==> src/mdu_macros.svh <==
`ifndef MDU_MACROS_SVH
`define MDU_MACROS_SVH

// ~~~~~~~~~~~~~~~~~~~~~~~~~~~~~~~~~~~~~~~~~~~~~~~~~~~~~~~~~~~~~~~~~~~~~~~~~~
// Queue sizing
// ~~~~~~~~~~~~~~~~~~~~~~~~~~~~~~~~~~~~~~~~~~~~~~~~~~~~~~~~~~~~~~~~~~~~~~~~~~

// Entries in the request queue, also the starting credit count.
// Must be a power of two.
`define MDU_QUEUE_DEPTH 4

// ~~~~~~~~~~~~~~~~~~~~~~~~~~~~~~~~~~~~~~~~~~~~~~~~~~~~~~~~~~~~~~~~~~~~~~~~~~
// Execution latencies
// ~~~~~~~~~~~~~~~~~~~~~~~~~~~~~~~~~~~~~~~~~~~~~~~~~~~~~~~~~~~~~~~~~~~~~~~~~~

// Busy cycles for mult, multu, mul and the accumulate group.
`define MDU_MUL_CYCLES 5

// Busy cycles for div and divu. The longest latency.
`define MDU_DIV_CYCLES 10

`endif

==> src/mdu_op_pkg.sv <==
package mdu_op_pkg;

	// ~~~~~~~~~~~~~~~~~~~~~~~~~~~~~~~~~~~~~~~~~~~~~~~~~~~~~~~~~~~~~~~~~~~~~~~
	// Opcodes
	// ~~~~~~~~~~~~~~~~~~~~~~~~~~~~~~~~~~~~~~~~~~~~~~~~~~~~~~~~~~~~~~~~~~~~~~~

	typedef enum logic [3:0] {
		op_mult  = 4'd0,
		op_multu = 4'd1,
		op_div   = 4'd2,
		op_divu  = 4'd3,
		op_mfhi  = 4'd4,
		op_mflo  = 4'd5,
		op_mthi  = 4'd6,
		op_mtlo  = 4'd7,
		op_madd  = 4'd8,
		op_maddu = 4'd9,
		op_msub  = 4'd10,
		op_msubu = 4'd11,
		op_mul   = 4'd12  // Low word only, HI/LO untouched.
	} mdu_op_e;

	// ~~~~~~~~~~~~~~~~~~~~~~~~~~~~~~~~~~~~~~~~~~~~~~~~~~~~~~~~~~~~~~~~~~~~~~~
	// Command word
	// ~~~~~~~~~~~~~~~~~~~~~~~~~~~~~~~~~~~~~~~~~~~~~~~~~~~~~~~~~~~~~~~~~~~~~~~

	typedef struct packed {
		mdu_op_e     op;
		logic [31:0] rs;   // Also the source for mthi/mtlo.
		logic [31:0] rt;
		logic [7:0]  tag;  // Echoed in results.
	} mdu_cmd_t;

endpackage

==> src/mdu_req_fifo.sv <==
`timescale 1ns/1ns
`include "mdu_macros.svh"

module mdu_req_fifo (
	input  logic                 clk,
	input  logic                 reset,
	input  logic                 push,
	input  mdu_op_pkg::mdu_cmd_t push_cmd,
	output logic                 head_valid,
	output mdu_op_pkg::mdu_cmd_t head_cmd,
	input  logic                 pop,
	output logic                 credit
);
	import mdu_op_pkg::*;

	localparam int ptr_w = $clog2(`MDU_QUEUE_DEPTH);

	mdu_cmd_t         mem [`MDU_QUEUE_DEPTH];
	logic [ptr_w-1:0] wr_ptr;
	logic [ptr_w-1:0] rd_ptr;
	logic [ptr_w:0]   count;
	logic             do_pop;

	assign head_valid = (count != '0);
	assign head_cmd   = mem[rd_ptr];
	assign do_pop     = pop && head_valid;

	// ~~~~~~~~~~~~~~~~~~~~~~~~~~~~~~~~~~~~~~~~~~~~~~~~~~~~~~~~~~~~~~~~~~~~~~~
	// Pointers, occupancy and credit return
	// ~~~~~~~~~~~~~~~~~~~~~~~~~~~~~~~~~~~~~~~~~~~~~~~~~~~~~~~~~~~~~~~~~~~~~~~

	always_ff @(posedge clk) begin
		if (reset) begin
			wr_ptr <= '0;
			rd_ptr <= '0;
			count  <= '0;
			credit <= 1'b0;
		end else begin
			// Pointers wrap on their own, depth is a power of two.
			if (push) begin
				wr_ptr <= wr_ptr + 1'b1;
			end
			if (do_pop) begin
				rd_ptr <= rd_ptr + 1'b1;
			end
			credit <= do_pop;  // One credit back per pop.
			case ({push, do_pop})
				2'b10: begin
					count <= count + 1'b1;
				end
				2'b01: begin
					count <= count - 1'b1;
				end
				default: begin
					// Occupancy unchanged.
				end
			endcase
		end
	end

	// Storage. No full check, credits bound the occupancy.
	always_ff @(posedge clk) begin
		if (push) begin
			mem[wr_ptr] <= push_cmd;
		end
	end

endmodule

==> config.mk <==
export PLATFORM = sky130hd
export DESIGN_NAME = mdu_req_fifo
export DESIGN_NICKNAME = d
export VERILOG_FILES = /design/src/mdu_op_pkg.sv /design/src/mdu_req_fifo.sv
export VERILOG_INCLUDE_DIRS = /design/src
export SDC_FILE = /design/constraint.sdc
export NUM_CORES = 1
export LEC_CHECK = 0
export BUFFER_PORTS_ARGS = -buffer_cell sky130_fd_sc_hd__buf_2
export CAP_MARGIN = 20
export CORE_MARGIN = 3
export CORE_UTILIZATION = 57
export DETAILED_ROUTE_END_ITERATION = 6
export GPL_ROUTABILITY_DRIVEN = 0
export PLACE_DENSITY_LB_ADDON = 0.15
export SYNTH_ARGS = -nofsm -noshare
export SYNTH_HDL_FRONTEND = slang
export SYNTH_SLANG_ARGS = --single-unit
==> constraint.sdc <==
create_clock -name clk -period 3.05 [get_ports clk]
set_input_delay 0.4575 -clock clk [delete_from_list [all_inputs] [get_ports clk]]
set_output_delay 0.4575 -clock clk [all_outputs]
set_load 0.01 [all_outputs]
==> flow_summary.ini <==
[layout]
fin_util_pct = 69.3
layout.nets = 716
drive_gt1_share_pct = 44.8
layout_commonest_cell = edfxtp_1
fillers = 1273
most-common-layout-cells = 304 x edfxtp_1, 157 x buf_2, 76 x mux4_2
synthToLayoutAreaGrowth_pct = 18.6

[timing]
tightestPinTransition_ns = 0.504
period_share_pct = 88.7
relSlewSlack_pct = 66.4
clock_skew_ns = 0.0154
rsz0062_at_grt = false
setup_tns_ns = 0
timing.final.crit_period_ns = 2.70
slew_violations = 0
hold_violations = 0
layout_setup_ws_ns = 0.345
fmax_ghz = 0.370
finalSetupViolCount = 0

[detailed_routing]
drcViolationCount = 0
wl_per_cell_um = 22.3
routed_wl_um = 20600
drtIter0Drc = 356
vias_per_cell = 5.63
ant_nets = 0
vias = 5182
first_pass_iters = 4

[floorplan]
dieArea_um2 = 21900
core.rowCount = 51
start_util_pct = 58.4
die_h_um = 148
pin_count = 158
die_x_um = 148
core_area_um2 = 19700

[logic_synthesis]
synth_top_area_share_pct = 79.5
synth_cell_types = 22
synth_compound_area_share_pct = 0.272
synth_area_leaders = edfxtp_1 80%, mux4_2 15%, dfxtp_1 1.7%
yosys.area_share.simple_pct = 0.621
yosys-mux-area-fraction_pct = 15.0
yosysTopAreaCell = edfxtp_1
synth_xor_area_share_pct = 0.381
syn_nets = 533
synth_area_um2 = 11500
ys_ff_latch = 314
synth_seq_area_share_pct = 81.3
synth_top_family_by_area = multiplexers
yosys_warnings = 0
avgSynthCellArea_um2 = 25.7
synth_fa_ha_area_share_pct = 0.719
netlist_instances = 447

[clock_network]
insertion_delay_ns = 0.54
htreeDepth = 1
cts.clk_slew.worst_paths_ns = 0.06
root_buffer = clkbuf_16
clkSinkCount = 314
postCtsResizedCells = 0
ctsHoldBuffers = 0
numCtsBuffers = 30
cts_tree = yes
cts_setup_buffers = 0
cts_max_path_buffers = 3

[pwr]
peakVddDrop_mv = 0.597
power.total_w = 0.0106
power_density_nw_per_um2 = 778
p_leak_nw = 4.60

[worst_hold_path]
worstHoldStart = push_cmd[7]
worst_hold_path.endpoint = mem[2][7]$_DFFE_PP_
hp-class = input pin to register
holdPathStages = 1

[critical_path]
crit_fanout = 27
crit_arrival_ns = 2.25
setup.worst_path.start_class = register
r2r_slack_ns = 1.06
path_class = register to output pin
r2r_start = count[1]$_SDFFE_PP0P_
end_kind = output pin
critPathRequiredTime_ns = 2.59
regToRegEndpoint = count[2]$_SDFFE_PP0P_
ff2ff_path_depth = 8

[placed_design]
numPortBuffers = 157
place_ws_ns = 0.851
hpwl_um = 12200

[global_route]
grt_pass1_vias = 5592
grt_max_degree = 62
gr-total-overflow = 0
antenna_found_initial = 0
track_usage_pct = 19.3
grt_pass1_wl_um = 32100

[outcome]
status = completed

[flow_run]
drv_cap = 0
-- registers in the layout, indices dropped and copies added, names as in the netlist, named ones only --
register  flops
credit        1
rd_ptr        2
mem         304
wr_ptr        2
count         3
-- worst max-delay path by stage --
stage	startpoint	end	cells after the start
final	register	head_cmd[65]	3
after global routing	register	head_cmd[65]	3
after CTS	register	head_cmd[44]	3
after detailed placement	register	head_cmd[5]	3
after global placement	register	head_cmd[65]	3
after floorplan	wr_ptr[0]$_SDFFE_PP0P_	mem[0][0]$_DFFE_PP_	3
-- power breakdown --
part	total [W]	switching, W	internal [W]
logic	0.00177	0.000865	0.000908
clock network	0.00368	0.00146	0.00222
registers	0.00513	0.000153	0.00498
total	0.0106	0.00248	0.00811
-- layer usage --
| metal | wire length [um] | GRT usage [%] | vias to the layer above |
|---|---|---|---|
| met5 | 0 | 0 | - |
| met4 | 420 | 4.39 | 0 |
| met3 | 1250 | 3.77 | 39 |
| met2 | 10400 | 31.9 | 154 |
| met1 | 8460 | 27.7 | 2714 |
| li1 | - | - | 2275 |
-- critical path: stages (launching register included) --
cell     delay, ns
dfxtp_4       0.65
buf_12        0.30
mux4_2        0.55
buf_2         0.16
-- Yosys cell counts --
cell type,instances
buf_1,3
o31ai_1,1
o311ai_0,1
o21ai_0,1
buf_6,1
xnor2_1,1
buf_12,5
fa_1,1
buf_4,3
a21oi_1,2
buf_2,5
mux4_2,76
clkbuf_1,1
dfxtp_1,10
or3_1,2
mux2i_1,1
and2_1,4
nor2_1,9
edfxtp_1,304
ha_1,5
inv_1,7
xor2_1,4
-- per-stage QoR --
step | hold slack [ns] | std cells | cell area (um^2)
detailed placement | 0.513 | 863 | 12600
finish | 0.120 | 921 | 13600
CTS | 0.103 | 919 | 13600
global route | 0.107 | 919 | 13600
floorplan | 0.476 | 447 | 11500
global placement | 0.491 | 863 | 12600
-- area by class of cell --
cell class	count	area, um^2	area share [%]
sequential	314	9340	68.6
clock inverter	13	131	0.965
tap	265	332	2.44
antenna	2	5.00	0.0368
inverter	7	26.3	0.193
timing repair buffer	169	951	6.99
clock buffer	43	871	6.40
multi-input combinational	108	1960	14.4
-- cells by family after synthesis --
kind of cell	Yosys count
buffers and inverters	25
xor gates and xnor gates	5
and+or+nand+nor	15
muxes	77
AOI/OAI and AO/OA	5
DFF	314
adders and majority gates	6
Power figures use the tool's default switching activity.
