===== src/mdu_macros.svh =====
`ifndef MDU_MACROS_SVH
`define MDU_MACROS_SVH

// ~~~~~~~~~~~~~~~~~~~~~~~~~~~~~~~~~~~~~~~~~~~~~~~~~~~~~~~~~~~~~~~~~~~~~~~~~~
// Queue sizing
// ~~~~~~~~~~~~~~~~~~~~~~~~~~~~~~~~~~~~~~~~~~~~~~~~~~~~~~~~~~~~~~~~~~~~~~~~~~

// Entries in the request queue, also the starting credit count.
// Must be a power of two.
`define MDU_QUEUE_DEPTH 4

// ~~~~~~~~~~~~~~~~~~~~~~~~~~~~~~~~~~~~~~~~~~~~~~~~~~~~~~~~~~~~~~~~~~~~~~~~~~
// Execution latencies
// ~~~~~~~~~~~~~~~~~~~~~~~~~~~~~~~~~~~~~~~~~~~~~~~~~~~~~~~~~~~~~~~~~~~~~~~~~~

// Busy cycles for mult, multu, mul and the accumulate group.
`define MDU_MUL_CYCLES 5

// Busy cycles for div and divu. The longest latency.
`define MDU_DIV_CYCLES 10

`endif


===== src/mdu_ctl_pkg.sv =====
package mdu_ctl_pkg;

	// ~~~~~~~~~~~~~~~~~~~~~~~~~~~~~~~~~~~~~~~~~~~~~~~~~~~~~~~~~~~~~~~~~~~~~~~
	// Execution state
	// ~~~~~~~~~~~~~~~~~~~~~~~~~~~~~~~~~~~~~~~~~~~~~~~~~~~~~~~~~~~~~~~~~~~~~~~

	typedef enum logic [1:0] {
		st_idle     = 2'd0,
		st_mul_wait = 2'd1,
		st_div_wait = 2'd2
	} mdu_state_e;

	// Result word for mfhi, mflo and mul.
	typedef struct packed {
		logic [7:0]  tag;
		logic [31:0] data;
	} mdu_res_t;

	// ~~~~~~~~~~~~~~~~~~~~~~~~~~~~~~~~~~~~~~~~~~~~~~~~~~~~~~~~~~~~~~~~~~~~~~~
	// Flow control
	// ~~~~~~~~~~~~~~~~~~~~~~~~~~~~~~~~~~~~~~~~~~~~~~~~~~~~~~~~~~~~~~~~~~~~~~~

	// Free credits, 0 up to the queue depth.
	typedef logic [2:0] mdu_credit_t;

endpackage


===== src/mdu_op_pkg.sv =====
package mdu_op_pkg;

	// ~~~~~~~~~~~~~~~~~~~~~~~~~~~~~~~~~~~~~~~~~~~~~~~~~~~~~~~~~~~~~~~~~~~~~~~
	// Opcodes
	// ~~~~~~~~~~~~~~~~~~~~~~~~~~~~~~~~~~~~~~~~~~~~~~~~~~~~~~~~~~~~~~~~~~~~~~~

	typedef enum logic [3:0] {
		op_mult  = 4'd0,
		op_multu = 4'd1,
		op_div   = 4'd2,
		op_divu  = 4'd3,
		op_mfhi  = 4'd4,
		op_mflo  = 4'd5,
		op_mthi  = 4'd6,
		op_mtlo  = 4'd7,
		op_madd  = 4'd8,
		op_maddu = 4'd9,
		op_msub  = 4'd10,
		op_msubu = 4'd11,
		op_mul   = 4'd12  // Low word only, HI/LO untouched.
	} mdu_op_e;

	// ~~~~~~~~~~~~~~~~~~~~~~~~~~~~~~~~~~~~~~~~~~~~~~~~~~~~~~~~~~~~~~~~~~~~~~~
	// Command word
	// ~~~~~~~~~~~~~~~~~~~~~~~~~~~~~~~~~~~~~~~~~~~~~~~~~~~~~~~~~~~~~~~~~~~~~~~

	typedef struct packed {
		mdu_op_e     op;
		logic [31:0] rs;   // Also the source for mthi/mtlo.
		logic [31:0] rt;
		logic [7:0]  tag;  // Echoed in results.
	} mdu_cmd_t;

endpackage


===== src/mdu_issue.sv =====
`timescale 1ns/1ns
`include "mdu_macros.svh"

module mdu_issue (
	input  logic                 clk,
	input  logic                 reset,
	input  logic                 cmd_valid,
	input  mdu_op_pkg::mdu_cmd_t cmd,
	output logic                 cmd_ready,
	input  logic                 credit,
	output logic                 push,
	output mdu_op_pkg::mdu_cmd_t push_cmd
);
	import mdu_ctl_pkg::*;

	mdu_credit_t credits;
	logic        accept;

	// A credit coming back this cycle is usable at once.
	assign cmd_ready = (credits != '0) || credit;
	assign accept    = cmd_valid && cmd_ready;

	// ~~~~~~~~~~~~~~~~~~~~~~~~~~~~~~~~~~~~~~~~~~~~~~~~~~~~~~~~~~~~~~~~~~~~~~~
	// Credit counter
	// ~~~~~~~~~~~~~~~~~~~~~~~~~~~~~~~~~~~~~~~~~~~~~~~~~~~~~~~~~~~~~~~~~~~~~~~

	always_ff @(posedge clk) begin
		if (reset) begin
			credits <= mdu_credit_t'(`MDU_QUEUE_DEPTH);  // Queue starts empty.
			push    <= 1'b0;
		end else begin
			push <= accept;  // Push one cycle after acceptance.
			case ({accept, credit})
				2'b10: begin
					credits <= credits - 1'b1;
				end
				2'b01: begin
					credits <= credits + 1'b1;
				end
				default: begin
					// Spend and return together, or neither.
				end
			endcase
		end
	end

	// Command register feeding the queue.
	always_ff @(posedge clk) begin
		if (accept) begin
			push_cmd <= cmd;
		end
	end

endmodule


===== config.mk =====
export PLATFORM = sky130hd
export DESIGN_NAME = mdu_issue
export DESIGN_NICKNAME = d
export VERILOG_FILES = /design/src/mdu_ctl_pkg.sv /design/src/mdu_op_pkg.sv /design/src/mdu_issue.sv
export VERILOG_INCLUDE_DIRS = /design/src
export SDC_FILE = /design/constraint.sdc
export NUM_CORES = 1
export LEC_CHECK = 0
export BUFFER_PORTS_ARGS = -buffer_cell sky130_fd_sc_hd__buf_2
export CORE_ASPECT_RATIO = 2
export CORE_MARGIN = 2
export CORE_UTILIZATION = 38
export DETAILED_ROUTE_END_ITERATION = 10
export PLACE_DENSITY = 0.75
export SLEW_MARGIN = 20
export SYNTH_ARGS = -nofsm -noshare
export SYNTH_HDL_FRONTEND = slang
export SYNTH_SLANG_ARGS = --single-unit

===== constraint.sdc =====
create_clock -name clk -period 2.6 [get_ports clk]
set_input_delay 0.26 -clock clk [delete_from_list [all_inputs] [get_ports clk]]
set_output_delay 0.26 -clock clk [all_outputs]
set_load 0.1 [all_outputs]

==> impl_metrics.yaml, run 1 <==
detailed_routing:
  wl_per_cell_um: 13.8
  dr.first_iter.drc_count: 45
  drc: 0
  vias_per_cell: 4.42
  dr.pass1.iters: 4
  final_antenna_net_count: 0
  dr_total_vias: 1594
  wirelength_mm: 4.98
layout:
  seq_area_um2: 2360
  multi_input_area_um2: 146
  final_layout_size_suffix_gt1_share_pct: 63.0
  fillers: 537
  area_delta_synth_final_pct: 46.8
  nets: 350
  n_antenna_cell: 0
placement:
  io_buffers: 157
  post-dp-hpwl_mm: 3.80
  gp_congestion: 0.693
  place_worst_setup_slack_ns: 0.747
clock_network:
  cts.clk_slew.worst_paths_ns: 0.06
  hold_buffers: 0
  cts.sinks: 80
  cts_root_buf: "clkbuf_16"
  clockBufferDepth: 2
  post_cts_resized: 0
  cts_tree: "done"
  insertion_delay_ns: 0.32
  postCtsSetupBuffers: 0
  cts_buffers: 9
  ctsHtreeMaxLevel: 3
die:
  num_rows: 42
  start_util_pct: 38.6
  coreArea_um2: 6520
  die_area_um2: 7320
  pin_count: 158
  fp.dieW_um: 61.5
  die_y_um: 119
power:
  switching_share_pct: 32.4
  power_frac_clock_pct: 33.3
  ir_drop_v: 0.000607
  power_frac_seq_pct: 44.2
  internal_power_mw: 2.36
  p_leak_nw: 1.58
  p_switching_mw: 1.13
  cellPowerDensity_nw_per_um2: 946
  p_comb_share_pct: 22.5
critical_path:
  path_max_fanout: 4
  start_kind: "register"
  worst_ep_required_time_ns: 2.34
  crit_arrival_ns: 1.62
  cp-end-kind: "primary output"
  worst-setup-path-type: "reg2out"
sta:
  setup_viol: 0
  finalCritPeriodShare_pct: 72.3
  fin_crit_ns: 1.88
  max_freq_mhz: 532
  finalHoldViolCount: 0
  setup_tns_ns: 0
  finClkSkew_ns: 0.00383
  tightest_slew_ns: 0.923
  slew_violations: 0
  slew_headroom_pct: 38.5
  timing.final.ws_setup_ns: 0.720
  rsz0062_at_grt: "no"
synthesis:
  synth_cell_types: 18
  syn_area_per_cell_um2: 24.9
  yosysTopAreaCell: "edfxtp_1"
  syn_area_um2: 2510
  synth_seq_cells: 80
  yosys-top-cells-area: "edfxtp_1 (91%), dfxtp_1 (3.2%), fa_1 (0.80%)"
  synth_seq_area_share_pct: 94.0
  syn-num-nets: 182
  yosysTopAreaCellShare_pct: 90.8
  yosysWarnings: 0
  synth_cells: 101
grt:
  overflow: 0
  antenna_found_initial: 0
  grt_pass1_wl_mm: 7.09
  grt_max_degree: 77
  grt_pass1_vias: 1563
  track_usage_pct: 13.7
job:
  cap_violations: 0
worst_hold_path:
  hold_path.class: "in2reg"
outcome:
  status: "completed"
## worst max-delay path, stage by stage (launching register included)
cell	delay [ns]
dfxtp_1	0.35
or3_4	0.40
or2_4	0.25
buf_2	0.29
## cells in the mapped netlist
| library cell | n |
|---|---|
| edfxtp_1 | 76 |
| dfxtp_1 | 4 |
| nor2b_1 | 3 |
| a211oi_1 | 2 |
| inv_1 | 2 |
| nand3_1 | 2 |
| a21oi_1 | 1 |
| a22o_1 | 1 |
| a22oi_1 | 1 |
| a32oi_1 | 1 |
| and2_1 | 1 |
| and3_1 | 1 |
| fa_1 | 1 |
| nor2_1 | 1 |
| nor3_1 | 1 |
| or2_4 | 1 |
| or3_4 | 1 |
| xnor2_1 | 1 |
## stage by stage
step	cells	power, mW	utilization (%)	instance area [um^2]	hold WS (ns)
after floorplan	101	2.21	-	2510	0.329
after global placement	346	2.35	52.4	3410	0.436
after detailed placement	346	2.36	52.4	3410	0.438
after CTS	361	3.52	56.6	3690	0.0961
after global routing	361	3.60	56.6	3690	0.0963
final	361	3.49	56.6	3690	0.109
## final cells by class
class,instances,area share [%]
inverter,2,0.203
multi-input combinational,19,3.97
tap,88,2.98
timing repair buffer,157,21.3
clock inverter,4,1.25
clock buffer,11,6.31
sequential,80,64.0
## sequential cells by signal, summed over array words and instances, names as in the netlist
register	cells
credits	3
push	1
push_cmd	76
## final timing paths
| kind | cells past startpoint | startpoint | slack [ns] | endpoint |
|---|---|---|---|---|
| min reg2reg | 1 | credits[2] | 0.51 | credits[2] |
| max reg2reg | 3 | credits[0] | 0.73 | push_cmd[69] |
| min | 1 | cmd[14] | 0.11 | push_cmd[14] |
| max | 3 | credits[0] | 0.72 | cmd_ready |
## cells in the final DEF, fill, tap and decap left out
cell,Yosys,final
buf_2,0,157
edfxtp_1,76,76
clkbuf_16,0,9
dfxtp_1,4,4
nor2b_1,3,3
inv_1,2,2
nand3_1,2,2
a211oi_1,2,2
clkbuf_1,0,2
or3_4,1,1
or2_4,1,1
and2_4,0,1
xnor2_1,1,1
a22oi_1,1,1
a21oi_1,1,1
nor3_1,1,1
and3_1,1,1
nor2_1,1,1
a22o_1,1,1
a32oi_1,1,1
fa_1,1,1
clkinvlp_4,0,1
clkinv_2,0,1
bufinv_16,0,1
clkinv_1,0,1
## kinds of logic (layout without fill, tap and decap cells)
| group | after synthesis | after routing | synth area share (%) |
|---|---|---|---|
| flops | 80 | 80 | 94.0 |
| simple gates | 11 | 11 | 2.79 |
| compound gates | 6 | 6 | 1.79 |
| buf+inv | 2 | 174 | 0.299 |
| fa+ha+maj | 1 | 1 | 0.796 |
| xor+xnor | 1 | 1 | 0.348 |
## power groups by stage
stage	sequential [mW]	combinational (mW)	clock, mW
5_1_grt	1.55	0.814	1.24
2_1_floorplan	2.15	0.0613	0
3_3_place_gp	1.57	0.783	0
6_report	1.54	0.786	1.16
4_1_cts	1.55	0.790	1.18
3_5_place_dp	1.57	0.789	0
## per-layer routing
layer  track usage [%]  up-vias  wire [um]
met5                 0        -          0
met4              7.98        0        125
met3              8.03       11        932
met2              20.3      151       2170
met1              14.5      694       1750
li1                  -      738          -
Power figures use the tool's default switching activity.
==> run 2: changes to the inputs <==
==> constraint.sdc (replaced) <==
create_clock -name clk -period 1.7 [get_ports clk]
set_input_delay 0.17 -clock clk [delete_from_list [all_inputs] [get_ports clk]]
set_output_delay 0.17 -clock clk [all_outputs]
set_load 0.1 [all_outputs]
==> run 2 against run 1 <==
Against the previous run: power rose by 53%; count of clock-buffer cells in the layout did not move; sequential power rose by 53%; critical path type unchanged; critical endpoint unchanged.
==> impl_metrics.yaml, run 2 (synthesis gave the netlist of run 1 again) <==
outcome:
  status: "completed"
sta:
  slew_headroom_pct: 67.0
  finalCritPeriodShare_pct: 97.9
  setup_viol: 0
  max_freq_mhz: 601
  finalHoldViolCount: 0
  slew_violations: 0
  finClkSkew_ns: 0.00454
  tightest_slew_ns: 0.499
  rsz0062_at_grt: "no"
  fin_crit_ns: 1.66
die:
  die_y_um: 119
  num_rows: 42
  start_util_pct: 38.6
  die_area_um2: 7320
  fp.dieW_um: 61.5
  pin_count: 158
  coreArea_um2: 6520
critical_path:
  cp_top_family: "simple AND/OR/NAND/NOR gates"
  cp-end-kind: "primary output"
  cp.depth: 3
  cp_slowest_cell: "or3_4"
  crit_chain: "or3_4, or2_4, buf_12"
  crit_arrival_ns: 1.49
  worst_ep_required_time_ns: 1.53
  r2r_cells: 4
  path_max_fanout: 4
  regToRegSetupSlack_ns: 0.07
  critPathBufInv: 1
  rr_endpoint: "push_cmd[36]"
  max_stage_delay_ns: 0.41
  worst-setup-path-type: "reg2out"
  start_kind: "register"
  timing.rr.start: "credits[2]"
grt:
  gr-usage-met1_pct: 14.7
  grt_use_met3_pct: 9.23
  antenna_found_initial: 0
  grt_max_degree: 46
  top_usage_layer: "met2"
  met2_usage_pct: 17.8
  grt_pass1_wl_mm: 6.75
  overflow: 0
  track_usage_pct: 13.3
  grt_pass1_vias: 1523
detailed_routing:
  vias_per_cell: 4.33
  drc: 0
  dr.pass1.iters: 4
  wirelength_mm: 4.83
  wl_per_cell_um: 13.1
  dr_total_vias: 1593
  dr.first_iter.drc_count: 48
  final_antenna_net_count: 0
placement:
  gp_congestion: 0.660
  dp.cells: 349
  io_buffers: 157
  post-dp-hpwl_mm: 3.72
  placed_area_um2: 3460
power:
  ir_drop_v: 0.000745
  p_switching_mw: 1.72
  power_frac_clock_pct: 32.9
  power_frac_seq_pct: 44.1
  internal_power_mw: 3.64
  switching_share_pct: 32.0
  p_comb_share_pct: 23.0
  p_leak_nw: 1.63
  cellPowerDensity_nw_per_um2: 1410
layout:
  largest-register: "push_cmd"
  reg.largest.list: "push_cmd (76), credits (3), push (1)"
  fillers: 523
  largest_register_ffs: 76
  instances_no_fill: 368
  nets: 356
  final_layout_size_suffix_gt1_share_pct: 63.6
  mostFrequentLayoutCell: "buf_2"
  design_area_um2: 3790
  final_cell_mix: "buf_2 (156), edfxtp_1 (76), clkbuf_16 (9)"
  area_delta_synth_final_pct: 50.7
  n_antenna_cell: 0
job:
  cap_violations: 0
clock_network:
  clockBufferDepth: 2
  insertion_delay_ns: 0.33
  cts_buffers: 9
  cts.sinks: 80
  ctsHtreeMaxLevel: 3
  cts_tree: "done"
  cts.clk_slew.worst_paths_ns: 0.05
  cts_root_buf: "clkbuf_16"
worst_hold_path:
  hp-start: "cmd[16]"
  holdPathStages: 1
  hold_path.class: "in2reg"
  min_to: "push_cmd[16]"
-- run 2: metal layers --
layer / routed length (um) / part of all wire [%]
met1: 1810 / 38
met5: 0 / 0
met4: 164 / 3.4
met2: 1910 / 40
met3: 935 / 19
-- run 2: worst max-delay path by stage --
stage               startpoint      endpoint  slack [ns]
finish              credits[2]     cmd_ready        0.04
global route        credits[2]     cmd_ready       0.006
CTS                 credits[2]     cmd_ready        0.01
detailed placement  credits[2]  push_cmd[49]        0.08
global placement    credits[2]  push_cmd[43]        0.12
floorplan           credits[0]   push_cmd[0]       -0.16
-- run 2: per-stage QoR --
stage | utilization (%) | hold WS, ns | power, mW | setup WS [ns] | TNS, ns
finish | 58.1 | 0.0175 | 5.35 | 0.0365 | 0
global route | 58.1 | 0.000955 | 5.53 | 0.00606 | 0
CTS | 58.1 | 0.0000417 | 5.42 | 0.0149 | 0
detailed placement | 53.1 | 0.348 | 3.63 | 0.0839 | 0
global placement | 53.1 | 0.346 | 3.61 | 0.122 | 0
floorplan | - | 0.232 | 3.39 | -0.161 | -12.24
-- run 2: power by group through the flow --
stage                     clock network (mW)  registers (mW)  logic, mW
after CTS                               1.82            2.36       1.24
after detailed placement                   0            2.40       1.23
after floorplan                            0            3.29     0.0952
after global routing                    1.88            2.37       1.27
final                                   1.76            2.36       1.23
after global placement                     0            2.40       1.22
-- run 2: repair_timing --
| item | 4_1_cts | 5_1_grt |
|---|---|---|
| setup buffers | 0 | 0 |
| resized for setup | 4 | 1 |
| hold endpoints to repair | 3 | 0 |
| gates cloned | 0 | 0 |
| endpoints found under the setup margin | 1 | 1 |
| hold buffers | 3 | 0 |
| pin swaps | 1 | 0 |
-- run 2: cell type report --
class / count / area, um^2 / area share, %
Clock buffer: 11 / 233 / 6.14
Clock inverter: 5 / 47.5 / 1.25
Inverter: 2 / 7.51 / 0.198
Multi-Input combinational cell: 19 / 146 / 3.86
Sequential cell: 80 / 2370 / 62.5
Tap cell: 88 / 110 / 2.91
Timing Repair Buffer: 163 / 878 / 23.2
